`config.mk`:
```
export PLATFORM = sky130hd
export DESIGN_NAME = draw_ctrl_flat
export DESIGN_NICKNAME = d
export VERILOG_FILES = /design/src/gfx_pkg.sv /design/src/gfx_ifs.sv /design/src/draw_ctrl.sv /design/src/flat_wrapper.sv
export SDC_FILE = /design/constraint.sdc
export NUM_CORES = 1
export LEC_CHECK = 0
export ABC_AREA = 1
export BUFFER_PORTS_ARGS = -buffer_cell sky130_fd_sc_hd__buf_2
export CORE_UTILIZATION = 50
export CTS_BUF_LIST = sky130_fd_sc_hd__clkbuf_2
export CTS_CLUSTER_DIAMETER = 40
export CTS_CLUSTER_SIZE = 28
export DETAILED_ROUTE_END_ITERATION = 10
export PLACE_DENSITY = 0.88
export SLEW_MARGIN = 10
export SYNTH_ARGS = -nofsm -noshare
export SYNTH_HDL_FRONTEND = slang
export SYNTH_SLANG_ARGS = --single-unit
```
`constraint.sdc`:
```
create_clock -name clk_sys -period 6 [get_ports clk_sys]
set_input_delay 1.5 -clock clk_sys [delete_from_list [all_inputs] [get_ports clk_sys]]
set_output_delay 1.5 -clock clk_sys [all_outputs]
set_load 0.01 [all_outputs]
```
`src/gfx_pkg.sv`:
```
/* shared widths, APB register map and draw FSM states for the graphics subsystem
   imported by the RTL modules and interfaces that need them */
`default_nettype none

package gfx_pkg;
    localparam int CANV_W  = 64;  // canvas width in pixels
    localparam int CANV_H  = 32;  // canvas height in lines
    localparam int CMD_MAX = 16;  // command list and palette depth

    typedef logic [5:0]  canv_x_t;     // canvas column
    typedef logic [4:0]  canv_y_t;     // canvas row
    typedef logic [3:0]  colr_idx_t;   // palette index, 4 bpp
    typedef logic [14:0] rgb555_t;     // red [14:10], green [9:5], blue [4:0]
    typedef logic [10:0] canv_addr_t;  // row * 64 + column
    typedef logic [31:0] cmd_word_t;   // {6'b0, x0, y0, x1, y1, colr}
    typedef logic [3:0]  cmd_idx_t;
    typedef logic [4:0]  cmd_cnt_t;    // 0..16 commands
    typedef logic [7:0]  apb_addr_t;
    typedef logic [31:0] apb_data_t;

    // APB byte offsets
    localparam apb_addr_t REG_CTRL      = 8'h00;  // bit 0 start, write-one
    localparam apb_addr_t REG_STATUS    = 8'h04;  // bit 0 busy, bit 1 done
    localparam apb_addr_t REG_BG        = 8'h08;
    localparam apb_addr_t REG_CMD_COUNT = 8'h0C;
    localparam apb_addr_t PAL_BASE      = 8'h40;  // 16 entries up to 0x7C
    localparam apb_addr_t CMD_BASE      = 8'h80;  // 16 entries up to 0xBC

    typedef enum logic [2:0] {
        IDLE,
        FETCH,
        ISSUE,
        WAIT_FILL,
        DONE
    } draw_state_t;
endpackage

`default_nettype wire

```
`src/gfx_ifs.sv`:
```
/* grouped connections inside the graphics core: rectangle commands from the
   controller to the filler, and pixel writes from the filler to the canvas */
`default_nettype none
`timescale 1ns/1ps

interface draw_cmd_if;
    import gfx_pkg::*;
    logic      valid;   // held with stable fields until ready
    logic      ready;   // low while a fill runs
    canv_x_t   x0, x1;
    canv_y_t   y0, y1;
    colr_idx_t colr;
    modport source (output valid, x0, y0, x1, y1, colr, input ready);
    modport sink (input valid, x0, y0, x1, y1, colr, output ready);
endinterface


`default_nettype wire

```
`src/draw_ctrl.sv`:
```
/* walks the command list after a start pulse, drops malformed rectangles and
   hands the rest to the filler one at a time, reporting busy and done */
`default_nettype none
`timescale 1ns/1ps

module draw_ctrl (
    input  logic               clk_sys,
    input  logic               rst_sys,
    input  logic               start,
    input  gfx_pkg::cmd_cnt_t  cmd_count,
    output gfx_pkg::cmd_idx_t  cmd_idx,
    input  gfx_pkg::cmd_word_t cmd_word,
    output logic               busy,
    output logic               done,
    draw_cmd_if.source         cmd
);
    import gfx_pkg::*;

    draw_state_t state;
    cmd_cnt_t    cmd_pos;     // one bit wider than cmd_idx so it can reach 16
    canv_x_t     w_x0, w_x1;
    canv_y_t     w_y0, w_y1;
    logic        bad_rect;

    // unpack the word at cmd_pos, top 6 bits unused
    assign w_x0     = cmd_word[25:20];
    assign w_y0     = cmd_word[19:15];
    assign w_x1     = cmd_word[14:9];
    assign w_y1     = cmd_word[8:4];
    assign bad_rect = (w_x0 > w_x1) || (w_y0 > w_y1);
    assign cmd_idx  = cmd_pos[3:0];

    always_ff @(posedge clk_sys) begin
        if (rst_sys) begin
            state     <= IDLE;
            cmd_pos   <= '0;
            busy      <= 1'b0;
            done      <= 1'b0;
            cmd.valid <= 1'b0;
        end else begin
            case (state)
                IDLE, DONE: begin
                    state <= IDLE;
                    if (start) begin
                        state   <= FETCH;
                        cmd_pos <= '0;
                        busy    <= 1'b1;
                        done    <= 1'b0;  // held until this new start
                    end
                end
                FETCH: begin
                    if (cmd_pos >= cmd_count) begin  // list exhausted
                        state <= DONE;
                        busy  <= 1'b0;
                        done  <= 1'b1;
                    end else if (bad_rect) begin
                        cmd_pos <= cmd_pos + 1'b1;  // skip without issue
                    end else begin
                        cmd.x0    <= w_x0;
                        cmd.y0    <= w_y0;
                        cmd.x1    <= w_x1;
                        cmd.y1    <= w_y1;
                        cmd.colr  <= cmd_word[3:0];
                        cmd.valid <= 1'b1;
                        state     <= ISSUE;
                    end
                end
                ISSUE: begin
                    if (cmd.ready) begin  // transfer this edge
                        cmd.valid <= 1'b0;
                        cmd_pos   <= cmd_pos + 1'b1;
                        state     <= WAIT_FILL;
                    end
                end
                WAIT_FILL: begin
                    if (cmd.ready) state <= FETCH;  // filler back, rect done
                end
                default: state <= IDLE;
            endcase
        end
    end

    // an offered command stays put until the filler takes it
    a_valid_hold: assert property (@(posedge clk_sys) disable iff (rst_sys)
        (cmd.valid && !cmd.ready) |=>
        (cmd.valid && $stable({cmd.x0, cmd.y0, cmd.x1, cmd.y1, cmd.colr})))
        else $error("draw_ctrl: command withdrawn before transfer");
endmodule

`default_nettype wire

```
`src/flat_wrapper.sv`:
```
// flat-port wrapper written by rule: the top's interface ports become plain ports
module draw_ctrl_flat import gfx_pkg::*;
  (clk_sys, rst_sys, start, cmd_count, cmd_idx, cmd_word, busy, done, cmd_valid, cmd_x0, cmd_y0, cmd_x1, cmd_y1, cmd_colr, cmd_ready);
  draw_cmd_if cmd_i ();
  input  logic clk_sys;
  input  logic rst_sys;
  input  logic start;
  input  gfx_pkg::cmd_cnt_t cmd_count;
  output gfx_pkg::cmd_idx_t cmd_idx;
  input  gfx_pkg::cmd_word_t cmd_word;
  output logic busy;
  output logic done;
  output wire logic [$bits(cmd_i.valid)-1:0] cmd_valid;
  output wire logic [$bits(cmd_i.x0)-1:0] cmd_x0;
  output wire logic [$bits(cmd_i.y0)-1:0] cmd_y0;
  output wire logic [$bits(cmd_i.x1)-1:0] cmd_x1;
  output wire logic [$bits(cmd_i.y1)-1:0] cmd_y1;
  output wire logic [$bits(cmd_i.colr)-1:0] cmd_colr;
  input wire logic [$bits(cmd_i.ready)-1:0] cmd_ready;
  assign cmd_valid = cmd_i.valid;
  assign cmd_x0 = cmd_i.x0;
  assign cmd_y0 = cmd_i.y0;
  assign cmd_x1 = cmd_i.x1;
  assign cmd_y1 = cmd_i.y1;
  assign cmd_colr = cmd_i.colr;
  assign cmd_i.ready = cmd_ready;
  draw_ctrl u_core (.clk_sys(clk_sys), .rst_sys(rst_sys), .start(start), .cmd_count(cmd_count), .cmd_idx(cmd_idx), .cmd_word(cmd_word), .busy(busy), .done(done), .cmd(cmd_i));
endmodule
```
After elaboration in Yosys (flattened, before gate mapping)
Index checks and enable logic that the tools add are counted.
W data, S select, Z words.
{ "word_totals": {"in_bits": 41, "word_cells": 61, "out_inout_bits": 33, "register_bits": 37} }
{ "classes": {"bitwise": 3, "order_cmp": 3, "n_reduce_logical": 11, "mux": 21, "n_addsub": 1, "n_eq_ne": 12} }
{ "ops": {"columns": ["op", "count"], "rows": [
  ["$mux W5", 4],
  ["$pmux W5 S3", 1],
  ["$mux W3", 4],
  ["$pmux W3 S4", 1],
  ["$ne A2 B2 Y1 const B", 5],
  ["$mux W1", 8],
  ["$reduce_and A4 Y1", 2],
  ["$eq A3 B2 Y1 const B", 2],
  ["$gt A6 B6 Y1", 1],
  ["$pmux W1 S2", 3],
  ["$reduce_and A3 Y1", 2],
  ["$add A5 B1 Y5 const B", 1],
  ["$ge A5 B5 Y1", 1],
  ["$gt A5 B5 Y1", 1],
  ["$reduce_and A5 Y1", 1],
  ["$ne A2 B1 Y1 const B", 2],
  ["$reduce_bool A2 Y1", 2],
  ["$eq A3 B1 Y1 const B", 1],
  ["$eq A3 B3 Y1 const B", 1],
  ["$logic_not A3 Y1", 1],
  ["$ne A3 B3 Y1 const B", 1],
  ["$not A1 Y1", 3],
  ["$reduce_bool A3 Y1", 1],
  ["$reduce_or A2 Y1", 1],
  ["$logic_or A1 B1 Y1", 1]
]} }

Depth between registers and ports, before layout
Gate-level depths: netlist (run 1).
{ "depth": {"word_depth": 5, "depth_mapped": 14, "ltp_nobuf": 14} }

Worst setup path before layout (run 1)
OpenSTA, ideal clock, no wires.
{ "synth_timing": {"path_type": "input-to-reg", "start": "input port cmd_count[3]", "end": "register u_core.cmd.colr[0] (enable)", "path_buffers": 0, "stages": 7, "setup_time_ns": 0.475, "required_time_ns": 5.525, "path_slack_ns": 0.742, "arrival_time_ns": 4.783, "path_cell_list": "inv_1 ha_1 nand2_1 nand2_1 a21oi_1 nand2_2 nor4_1"} }
{ "synth_via": {"elab_chain_len": 3} }
{ "synth_lines": {"columns": ["item", "line", "source"], "rows": [
  ["start: declaration", "flat_wrapper.sv:8", "input gfx_pkg::cmd_cnt_t cmd_count;"],
  ["$ge A5 B5 Y1", "draw_ctrl.sv:52", "if (cmd_pos >= cmd_count) begin"],
  ["$not A1 Y1 (no source line)", null, null],
  ["$reduce_and A4 Y1 (no source line)", null, null],
  ["end signal: assignment", "draw_ctrl.sv:63", "cmd.colr <= cmd_word[3:0];"],
  ["end: declaration", "gfx_ifs.sv:13", "modport source (output valid, x0, y0, x1, y1, colr, input ready);"]
]} }
No other way between the ends.
A chain may end at the register's enable or synchronous reset.

Worst setup path after layout (run 1)
{ "layout_timing": {"start": "input port cmd_count[3]", "end": "register u_core.cmd.x1[4] (enable)"} }
{ "layout_via": {"elab_chain_len": 3} }
{ "layout_lines": {"columns": ["item", "line", "source"], "rows": [
  ["$ge A5 B5 Y1", "draw_ctrl.sv:52", null],
  ["$not A1 Y1 (no source line)", null, null],
  ["$reduce_and A4 Y1 (no source line)", null, null],
  ["end signal: assignment", "draw_ctrl.sv:61", "cmd.x1 <= w_x1;"],
  ["end: declaration", "gfx_ifs.sv:13", null]
]} }
No other way between the ends.

==> results_dict.tcl, run 1 <==
set metrics [dict create \
    p_leak_nw 1.18 \
    fin_nets 325 \
    cts-root-buf "clkbuf_2" \
    seq_area_frac_synth_pct 53.2 \
    synth_ff_type "edfxtp_1" \
    synth.net_count 254 \
    postCtsSetupRepairBufs 0 \
    drc 0 \
    final_layout_size_suffix_gt1_share_pct 35.1 \
    syn_inst 196 \
    period_share_pct 47.8 \
    critical_path.cell_chain "buf_2, inv_1, ha_1, nand2_1, nand2_1, a21oi_1, nand2_2, nor4_2, buf_4" \
    cp.required_ns 6.09 \
    outcome "complete, no violations" \
    grt_overflow 0 \
    hold_buffers 0 \
    final_common_cell "buf_2" \
    cts_made_buffers 5 \
    postRouteAntennaNets 0 \
    async_reset_ff_share_pct 0 \
    hold_class "reg2reg" \
    cts_tree "built" \
    routed_wirelength_mm 3.46 \
    cp-endpoint "u_core.cmd.x1[4]" \
    start_util_pct 54.2 \
    layout_common_cells "buf_2, nand2_1, inv_1" \
    antenna_found_initial 0 \
    insertion_delay_ns 0.41 \
    fin_skew_ns 0.0160 \
    ctsResizeCount 0 \
    syn_area_per_cell_um2 9.59 \
    drv_slew 0 \
    rsz0062_at_grt "no" \
    final-setup-viol-count 0 \
    critical_path_class "in2reg" \
    core-area_um2 3470 \
    holdWs_ns 0.520 \
    crit_buf_inv 3 \
    tns_ns 0 \
    timing.critical_path.mode_cell "nand2_1" \
    ctsLongestPathBuffers 2 \
    cts_sinks 37 \
    synth-seq-cells 37 \
    grt_pass1_vias 1421 \
    gr-usage-all-layers_pct 19.4 \
    yosys_warnings 0 \
    end_kind "flip-flop" \
    relSlewSlack_pct 74.0 \
    areaGrowthSynthToFinish_pct 22.2 \
    vias 1486 \
    worstReg2RegStart "u_core.cmd_pos[0]" \
    first_iter_violations 79 \
    timing.critical_path.fanout_max 26 \
    crit_cells 9 \
    start_kind "input pin" \
    ir_drop_v 0.000179 \
    max_cap_viol_count 0 \
    finalCriticalPeriod_ns 2.87 \
    clk_pin_slew_ns 0.16 \
    tightestPinTransition_ns 0.389 \
    setup.worst_path.start "cmd_count[3]" \
    worstReg2RegEnd "u_core.cmd.x1[4]" \
    synth.distinct_cells 24 \
    syn_area_um2 1880 \
    dieArea_um2 4010 \
    fin_ws_ns 3.13 \
    die_w_um 63.3 \
    r2r_cells 10 \
    powerDensity_nw_per_um2 308 \
    grt_pass1_wl_mm 5.87 \
    critPathSlowestCell "buf_4" \
    synth_edf_count 26 \
    dp.final_hpwl_mm 2.61 \
    vias_per_cell 4.73 \
    avgRoutedWirePerCell_um 11.0 \
    antenna_cells 0 \
    cp.arrival_ns 2.96 \
    post-place-ws_ns 2.71 \
    max_freq_mhz 349 \
    gp_congestion 0.820 \
    cpPeakStageDelay_ns 0.36 \
    grt_max_degree 27 \
    drtPass1Iterations 4 \
    finalHoldViolCount 0 \
    num_rows 21 \
    io_pins 74 \
    htreeDepth 2 \
    critPathTopFamily "simple AND/OR/NAND/NOR gates" \
    reg2reg_slack_ns 3.86 \
    portBuffers 67 \
    die_h_um 63.3 \
]
[power by group]
part / internal, mW / switching, mW
clock: 0.0290 / 0.0839
combinational: 0.102 / 0.164
sequential: 0.308 / 0.0221
[cells in the mapped netlist, types with 2 or more instances]
library cell   n  area [um2]
nor2_1        14        52.6
buf_4          4        30.0
dfxtp_1       11         220
nand2_2        4        25.0
inv_2          5        18.8
ha_1          17         213
edfxtp_1      26         781
xor2_1         2        17.5
a21oi_1       10        50.1
nand3_1       10        50.1
nand3_2        3        30.0
inv_1         32         120
nand2_1       47         176
[flip-flops by register name (all words and copies together) (netlist names)]
register          cells
u_core.busy           1
u_core.cmd.colr       4
u_core.cmd.valid      1
u_core.cmd.x0         6
u_core.cmd.x1         6
u_core.cmd.y0         5
u_core.cmd.y1         5
u_core.cmd_pos        5
u_core.done           1
u_core.state          3
[stage by stage]
stage,util [%],std cells,area (um2),total power [mW]
after global placement,65.1,306,2260,0.589
after floorplan,-,196,1880,0.538
after global routing,66.3,314,2300,0.765
final,66.3,314,2300,0.708
after detailed placement,65.1,306,2260,0.601
after CTS,66.3,314,2300,0.712
[layout make-up]
cell class,instances,area (um2)
fillers,305,1170
clock buffers,6,30.0
multi-input cells,118,717
clock inverters,2,11.3
inverters,37,139
repair buffers,68,343
well taps,46,57.6
flip-flops and latches,37,1000
[logic make-up after synthesis]
logic type / after synthesis / synth area share [%]
DFF: 37 / 53.2
and+or+nand+nor: 85 / 20.8
xor gates and xnor gates: 2 / 0.932
buffers and inverters: 41 / 8.98
AOI/OAI and AO/OA: 14 / 4.72
adders and majority gates: 17 / 11.3
[per-layer routing]
metal	global-route usage, %	wire length (um)	vias up
met2	34.8	1810	49
met4	12.5	102	0
met3	3.99	190	10
li1	-	-	766
met1	20.2	1360	661
met5	0	0	-
[worst reg2reg max path: stages (launching register included)]
cell,delay [ns]
dfxtp_1,0.44
inv_1,0.08
ha_1,0.27
inv_1,0.05
nand2_1,0.04
nand2_1,0.05
nand2_1,0.05
nand2_1,0.07
nand2_2,0.12
nor4_2,0.30
buf_4,0.36
[worst min path at each step]
stage / startpoint / endpoint / slack (ns) / depth (start not counted)
floorplan: u_core.cmd_pos[4] / u_core.cmd_pos[4] / 0.50 / 2
global placement: u_core.done / u_core.done / 0.47 / 2
finish: u_core.cmd.valid / u_core.cmd.valid / 0.52 / 2
detailed placement: u_core.done / u_core.done / 0.49 / 2
global route: u_core.busy / u_core.busy / 0.54 / 2
CTS: u_core.done / u_core.done / 0.53 / 2
No activity file was read; power rests on OpenSTA's default activity.
==> inputs of run 2 (changes only) <==
--- a/config.mk
+++ b/config.mk
@@ -5,14 +5,14 @@
 export SDC_FILE = /design/constraint.sdc
 export NUM_CORES = 1
 export LEC_CHECK = 0
-export ABC_AREA = 1
+export ABC_AREA = 0
 export BUFFER_PORTS_ARGS = -buffer_cell sky130_fd_sc_hd__buf_2
-export CORE_UTILIZATION = 50
+export CORE_UTILIZATION = 44
 export CTS_BUF_LIST = sky130_fd_sc_hd__clkbuf_2
 export CTS_CLUSTER_DIAMETER = 40
 export CTS_CLUSTER_SIZE = 28
 export DETAILED_ROUTE_END_ITERATION = 10
-export PLACE_DENSITY = 0.88
+export PLACE_DENSITY = 0.83
 export SLEW_MARGIN = 10
 export SYNTH_ARGS = -nofsm -noshare
 export SYNTH_HDL_FRONTEND = slang
==> constraint.sdc (replaced) <==
create_clock -name clk_sys -period 2.6 [get_ports clk_sys]
set_input_delay 0.65 -clock clk_sys [delete_from_list [all_inputs] [get_ports clk_sys]]
set_output_delay 0.65 -clock clk_sys [all_outputs]
set_load 0.01 [all_outputs]
==> run 2 against run 1 <==
  * Final cell count fell by 13%
  * Count of clock-buffer cells in the layout is 1 lower
  * Critical path depth decreased by 1
  * Non-clock buffer count rose by 5
  * Synthesized cell count decreased by 24%
  * Cell area is 0.93% higher
  * Clock skew hardly changed
  * Die area up 6.9%
  * Combinational power down 15%
  * Flip-flop and latch count is the same
  * Global-route usage down 1.7 points
  * Critical path type is now reg2reg
  * Largest power group unchanged
==> results_dict.tcl, run 2 <==
set metrics [dict create \
    die_h_um 65.5 \
    grt_pass1_vias 1301 \
    grt_max_degree 22 \
    hold_buffers 0 \
    finalHoldViolCount 0 \
    dieArea_um2 4290 \
    portBuffers 67 \
    cts-root-buf "clkbuf_2" \
    netlist_top_cells_count "edfxtp_1, inv_1, ha_1" \
    drc 0 \
    core-area_um2 3770 \
    seq_area_frac_synth_pct 56.5 \
    critical_path.cell_chain "inv_1, ha_1, nand2b_1, a21oi_1, o21ai_0, or3_4, nor2_4, buf_12" \
    reg_top3 "u_core.cmd.x0: 6 flops, u_core.cmd.x1: 6 flops" \
    max_cap_viol_count 0 \
    antenna_cells 0 \
    relSlewSlack_pct 80.2 \
    cp.required_ns 2.75 \
    critical_path_class "reg2reg" \
    ctsLongestPathBuffers 2 \
    final_layout_size_suffix_gt1_share_pct 43.8 \
    yosysTopAreaCellShare_pct 44.0 \
    cp.arrival_ns 2.44 \
    synth-seq-cells 37 \
    final_common_cell "buf_2" \
    max_freq_mhz 436 \
    synth.largest_area_cell "edfxtp_1" \
    gr-usage-all-layers_pct 17.7 \
    cpPeakStageDelay_ns 0.47 \
    postRouteAntennaNets 0 \
    final-setup-viol-count 0 \
    grt_pass1_wl_mm 5.64 \
    clk_pin_slew_ns 0.20 \
    areaGrowthSynthToFinish_pct 30.8 \
    powerDensity_nw_per_um2 502 \
    rsz0062_at_grt "no" \
    syn_inst 148 \
    drv_slew 0 \
    synth.distinct_cells 40 \
    dp.final_hpwl_mm 2.75 \
    power_mw 1.16 \
    async_reset_ff_share_pct 0 \
    outcome "complete, no violations" \
    period_share_pct 88.2 \
    drtPass1Iterations 4 \
    routed_wirelength_mm 3.50 \
    synth_ff_type "edfxtp_1" \
    avgRoutedWirePerCell_um 12.9 \
    cts_sinks 37 \
    cts_made_buffers 5 \
    synth.net_count 206 \
    finalCriticalPeriod_ns 2.29 \
    grt_overflow 0 \
    postCtsSetupRepairBufs 0 \
    cts_tree "built" \
    first_iter_violations 93 \
    htreeDepth 2 \
    syn_area_um2 1770 \
    io_pins 74 \
    vias 1395 \
    synth_edf_count 26 \
    crit_buf_inv 2 \
    ir_drop_v 0.000388 \
    hold_class "in2reg" \
    layout_common_cells "buf_2, edfxtp_1, inv_1" \
    die_w_um 65.5 \
    yosys_warnings 0 \
    ctsResizeCount 0 \
    tightestPinTransition_ns 0.293 \
    timing.critical_path.fanout_max 21 \
    critPathSlowestCell "dfxtp_1" \
    reg2reg_slack_ns 0.31 \
    critPathTopFamily "simple AND/OR/NAND/NOR gates" \
    holdWs_ns 0.406 \
    insertion_delay_ns 0.40 \
    fin_skew_ns 0.0160 \
    num_rows 22 \
    synth_most_common_cell "edfxtp_1" \
    start_kind "flip-flop" \
    ys_top_cells_by_area "edfxtp_1, dfxtp_1, ha_1" \
    start_util_pct 47.0 \
    end_kind "flip-flop" \
    p_leak_nw 1.04 \
    antenna_found_initial 0 \
    fin_nets 281 \
    syn_area_per_cell_um2 12.0 \
    vias_per_cell 5.13 \
    gp_congestion 0.796 \
]
[run 2: cell types whose count changed in the layout (fill, tap and decap cells not counted), moves of 3 or more]
cell / change
nand2_2: -4
a21o_1: +4
o21ai_0: +3
nand2_1: -45
nand3_1: -7
ha_4: +5
inv_1: -19
ha_1: -5
buf_4: +4
nor2_1: -8
nand3_2: -3
nand2b_1: +5
[run 2: kinds of logic after synthesis]
kind of cell,Yosys count,share of synthesized area [%]
adder cells (fa/ha/maj),17,12.0
flip-flops,37,56.5
AND/OR/NAND/NOR,37,12.4
buffers and inverters,23,5.72
AO/OA/AOI/OAI,34,13.4
[run 2: stage by stage]
step                setup slack, ns  TNS, ns  instance area [um2]  utilization [%]  cells
floorplan                    -0.140    -3.63                 1850                -    148
global placement             -0.106    -2.59                 2270             60.3    264
detailed placement           -0.130    -3.23                 2270             60.3    264
CTS                           0.309        0                 2320             61.5    272
global route                  0.199        0                 2320             61.5    272
finish                        0.307        0                 2320             61.5    272
[run 2: path summary, 6_finish.rpt]
| check | from | end | cells past startpoint |
|---|---|---|---|
| worst min-delay path | cmd_word[0] | u_core.cmd.colr[0] | 1 |
| worst max-delay path | u_core.cmd_pos[0] | u_core.cmd.y1[1] | 8 |
| worst min register to register | u_core.done | u_core.done | 2 |
| worst max register to register | u_core.cmd_pos[0] | u_core.cmd.y1[1] | 8 |
[run 2: per-layer routing]
metal,vias to the layer above,part of all wire [%],track usage (%)
li1,698,-,-
met1,648,43,20.5
met2,38,50,30.2
met3,11,4.9,5.03
met4,0,2.4,7.88
met5,-,0,0
[run 2: final cells by class]
type / count / area, um2
fillers: 306 / 1450
multi-input cells: 88 / 748
flip-flops and latches: 37 / 1000
repair buffers: 73 / 393
well taps: 48 / 60.1
clock buffers: 5 / 25.0
inverters: 18 / 70.1
clock inverters: 3 / 22.5
[run 2: power by group]
group / switching (mW) / leakage, nW / internal (mW)
Clock: 0.202 / 0.0329 / 0.0682
Sequential: 0.0141 / 0.325 / 0.655
Combinational: 0.119 / 0.678 / 0.107
[run 2: worst register-to-register path, cell delays in order, from the launching register on]
cell	delay, ns
dfxtp_1	0.47
inv_1	0.08
ha_1	0.28
nand2b_1	0.14
a21oi_1	0.20
o21ai_0	0.15
or3_4	0.41
nor2_4	0.15
buf_12	0.18
==> inputs of run 3 (changes only) <==
--- a/config.mk
+++ b/config.mk
@@ -5,14 +5,14 @@
 export SDC_FILE = /design/constraint.sdc
 export NUM_CORES = 1
 export LEC_CHECK = 0
-export ABC_AREA = 0
+export ABC_AREA = 1
 export BUFFER_PORTS_ARGS = -buffer_cell sky130_fd_sc_hd__buf_2
-export CORE_UTILIZATION = 44
+export CORE_UTILIZATION = 25
 export CTS_BUF_LIST = sky130_fd_sc_hd__clkbuf_2
 export CTS_CLUSTER_DIAMETER = 40
 export CTS_CLUSTER_SIZE = 28
 export DETAILED_ROUTE_END_ITERATION = 10
-export PLACE_DENSITY = 0.83
+export PLACE_DENSITY = 0.54
 export SLEW_MARGIN = 10
 export SYNTH_ARGS = -nofsm -noshare
 export SYNTH_HDL_FRONTEND = slang
==> run 3 against run 2 <==
  * Final cell count rose by 35%
  * Global-route usage decreased by 8.4 points
  * Routed wire length grew 4.8%
  * Maximum frequency up 13%
  * Highest routed layer unchanged
  * Critical path type unchanged
  * Via count grew 4.3%
  * Critical endpoint unchanged
  * Flip-flop and latch count did not move
==> results_dict.tcl, run 3 (synthesis gave the netlist of run 1 again) <==
set metrics [dict create \
    io_pins 74 \
    htreeDepth 2 \
    crit_buf_inv 3 \
    hold_class "in2reg" \
    antenna_found_initial 0 \
    busiest_layer "met2" \
    met1_usage_pct 9.98 \
    cts_made_buffers 5 \
    design_area_um2 2470 \
    power_mw 1.68 \
    use_met2_pct 16.7 \
    relSlewSlack_pct 74.1 \
    avgRoutedWirePerCell_um 10.0 \
    num_rows 31 \
    start_util_pct 25.9 \
    reg_top3 "u_core.cmd.x0: 6 flops, u_core.cmd.x1: 6 flops" \
    period_share_pct 77.9 \
    timing.critical_path.mode_cell "nand2_1" \
    cp.arrival_ns 2.13 \
    die_h_um 88.7 \
    min_to "u_core.cmd.colr[2]" \
    hold_buffers 0 \
    cp.required_ns 2.70 \
    worstReg2RegEnd "u_core.cmd.y1[1]" \
    tightestPinTransition_ns 0.387 \
    post-place-ws_ns 0.269 \
    rsz0062_at_grt "no" \
    critPathSlowestCell "dfxtp_1" \
    postRouteAntennaNets 0 \
    timing.critical_path.fanout_max 26 \
    critical_path_class "reg2reg" \
    r2r_cells 10 \
    dp.cells 359 \
    final_common_cell "buf_2" \
    postCtsSetupRepairBufs 0 \
    end_kind "flip-flop" \
    p_leak_nw 1.18 \
    ctsLongestPathBuffers 2 \
    fin_nets 325 \
    drc 0 \
    grt_max_degree 27 \
    portBuffers 67 \
    layout_common_cells "buf_2, nand2_1, inv_1" \
    fin_ws_ns 0.574 \
    gr-usage-all-layers_pct 9.29 \
    drtPass1Iterations 5 \
    max_cap_viol_count 0 \
    die_w_um 88.7 \
    grt_overflow 0 \
    routed_wirelength_mm 3.67 \
    cts_tree "built" \
    insertion_delay_ns 0.38 \
    clk_pin_slew_ns 0.20 \
    finalHoldViolCount 0 \
    finalCriticalPeriod_ns 2.03 \
    dp.final_hpwl_mm 2.91 \
    start_kind "flip-flop" \
    gp_congestion 0.699 \
    vias_per_cell 3.96 \
    ctsResizeCount 0 \
    holdPathStages 1 \
    vias 1455 \
    min_from "cmd_word[2]" \
    grt_pass1_vias 1304 \
    cpPeakStageDelay_ns 0.44 \
    core-area_um2 7250 \
    antenna_cells 0 \
    cts-root-buf "clkbuf_2" \
    instances_no_fill 367 \
    critPathTopFamily "simple AND/OR/NAND/NOR gates" \
    grt_pass1_wl_mm 5.50 \
    outcome "complete, no violations" \
    reg2reg_slack_ns 0.57 \
    powerDensity_nw_per_um2 681 \
    ir_drop_v 0.000247 \
    max_freq_mhz 494 \
    final-setup-viol-count 0 \
    worstReg2RegStart "u_core.cmd_pos[0]" \
    final_layout_size_suffix_gt1_share_pct 39.9 \
    cts_sinks 37 \
    first_iter_violations 22 \
    drv_slew 0 \
    gr-usage-met3_pct 3.54 \
    areaGrowthSynthToFinish_pct 31.1 \
    critical_path.cell_chain "inv_1, ha_4, inv_1, nand2_1, nand2_1, nand2_1, nand2_1, nand2_2, nor4_4, buf_12" \
    placed_area_um2 2420 \
    fin_skew_ns 0.0175 \
    dieArea_um2 7870 \
]
run 3: area by class of cell:
class | instances | area [um2]
clock inverter | 3 | 17.5
inverter | 37 | 146
timing repair buffer | 68 | 355
multi-input combinational | 118 | 797
clock buffer | 5 | 25.0
tap | 99 | 124
sequential | 37 | 1000
fill | 773 | 4790
run 3: per-layer routing:
metal	vias to the layer above	share of wire [%]
li1	767	-
met1	642	45
met2	44	48
met3	2	6.5
met4	0	0.41
met5	-	0
run 3: worst max path at each step:
stage	from	endpoint	depth (start not counted)
4_1_cts	u_core.cmd_pos[0]	u_core.cmd.x1[1]	10
3_5_place_dp	cmd_word[14]	u_core.cmd.colr[2]	10
5_1_grt	u_core.cmd_pos[0]	u_core.cmd.y0[3]	10
2_1_floorplan	cmd_count[3]	u_core.cmd.colr[0]	7
3_3_place_gp	cmd_word[12]	u_core.cmd.y0[1]	10
6_report	u_core.cmd_pos[0]	u_core.cmd.y1[1]	10
run 3: metrics by stage:
stage	hold slack (ns)	utilization, %	TNS [ns]
2_1_floorplan	0.519	-	-1.07
3_3_place_gp	0.467	33.4	0
3_5_place_dp	0.469	33.4	0
4_1_cts	0.398	34.0	0
5_1_grt	0.370	34.0	0
6_report	0.435	34.0	0
run 3: where the power goes:
| part | internal [mW] | switching, mW |
|---|---|---|
| clock network | 0.0630 | 0.205 |
| logic | 0.259 | 0.386 |
| registers | 0.710 | 0.0568 |
| total | 1.03 | 0.647 |
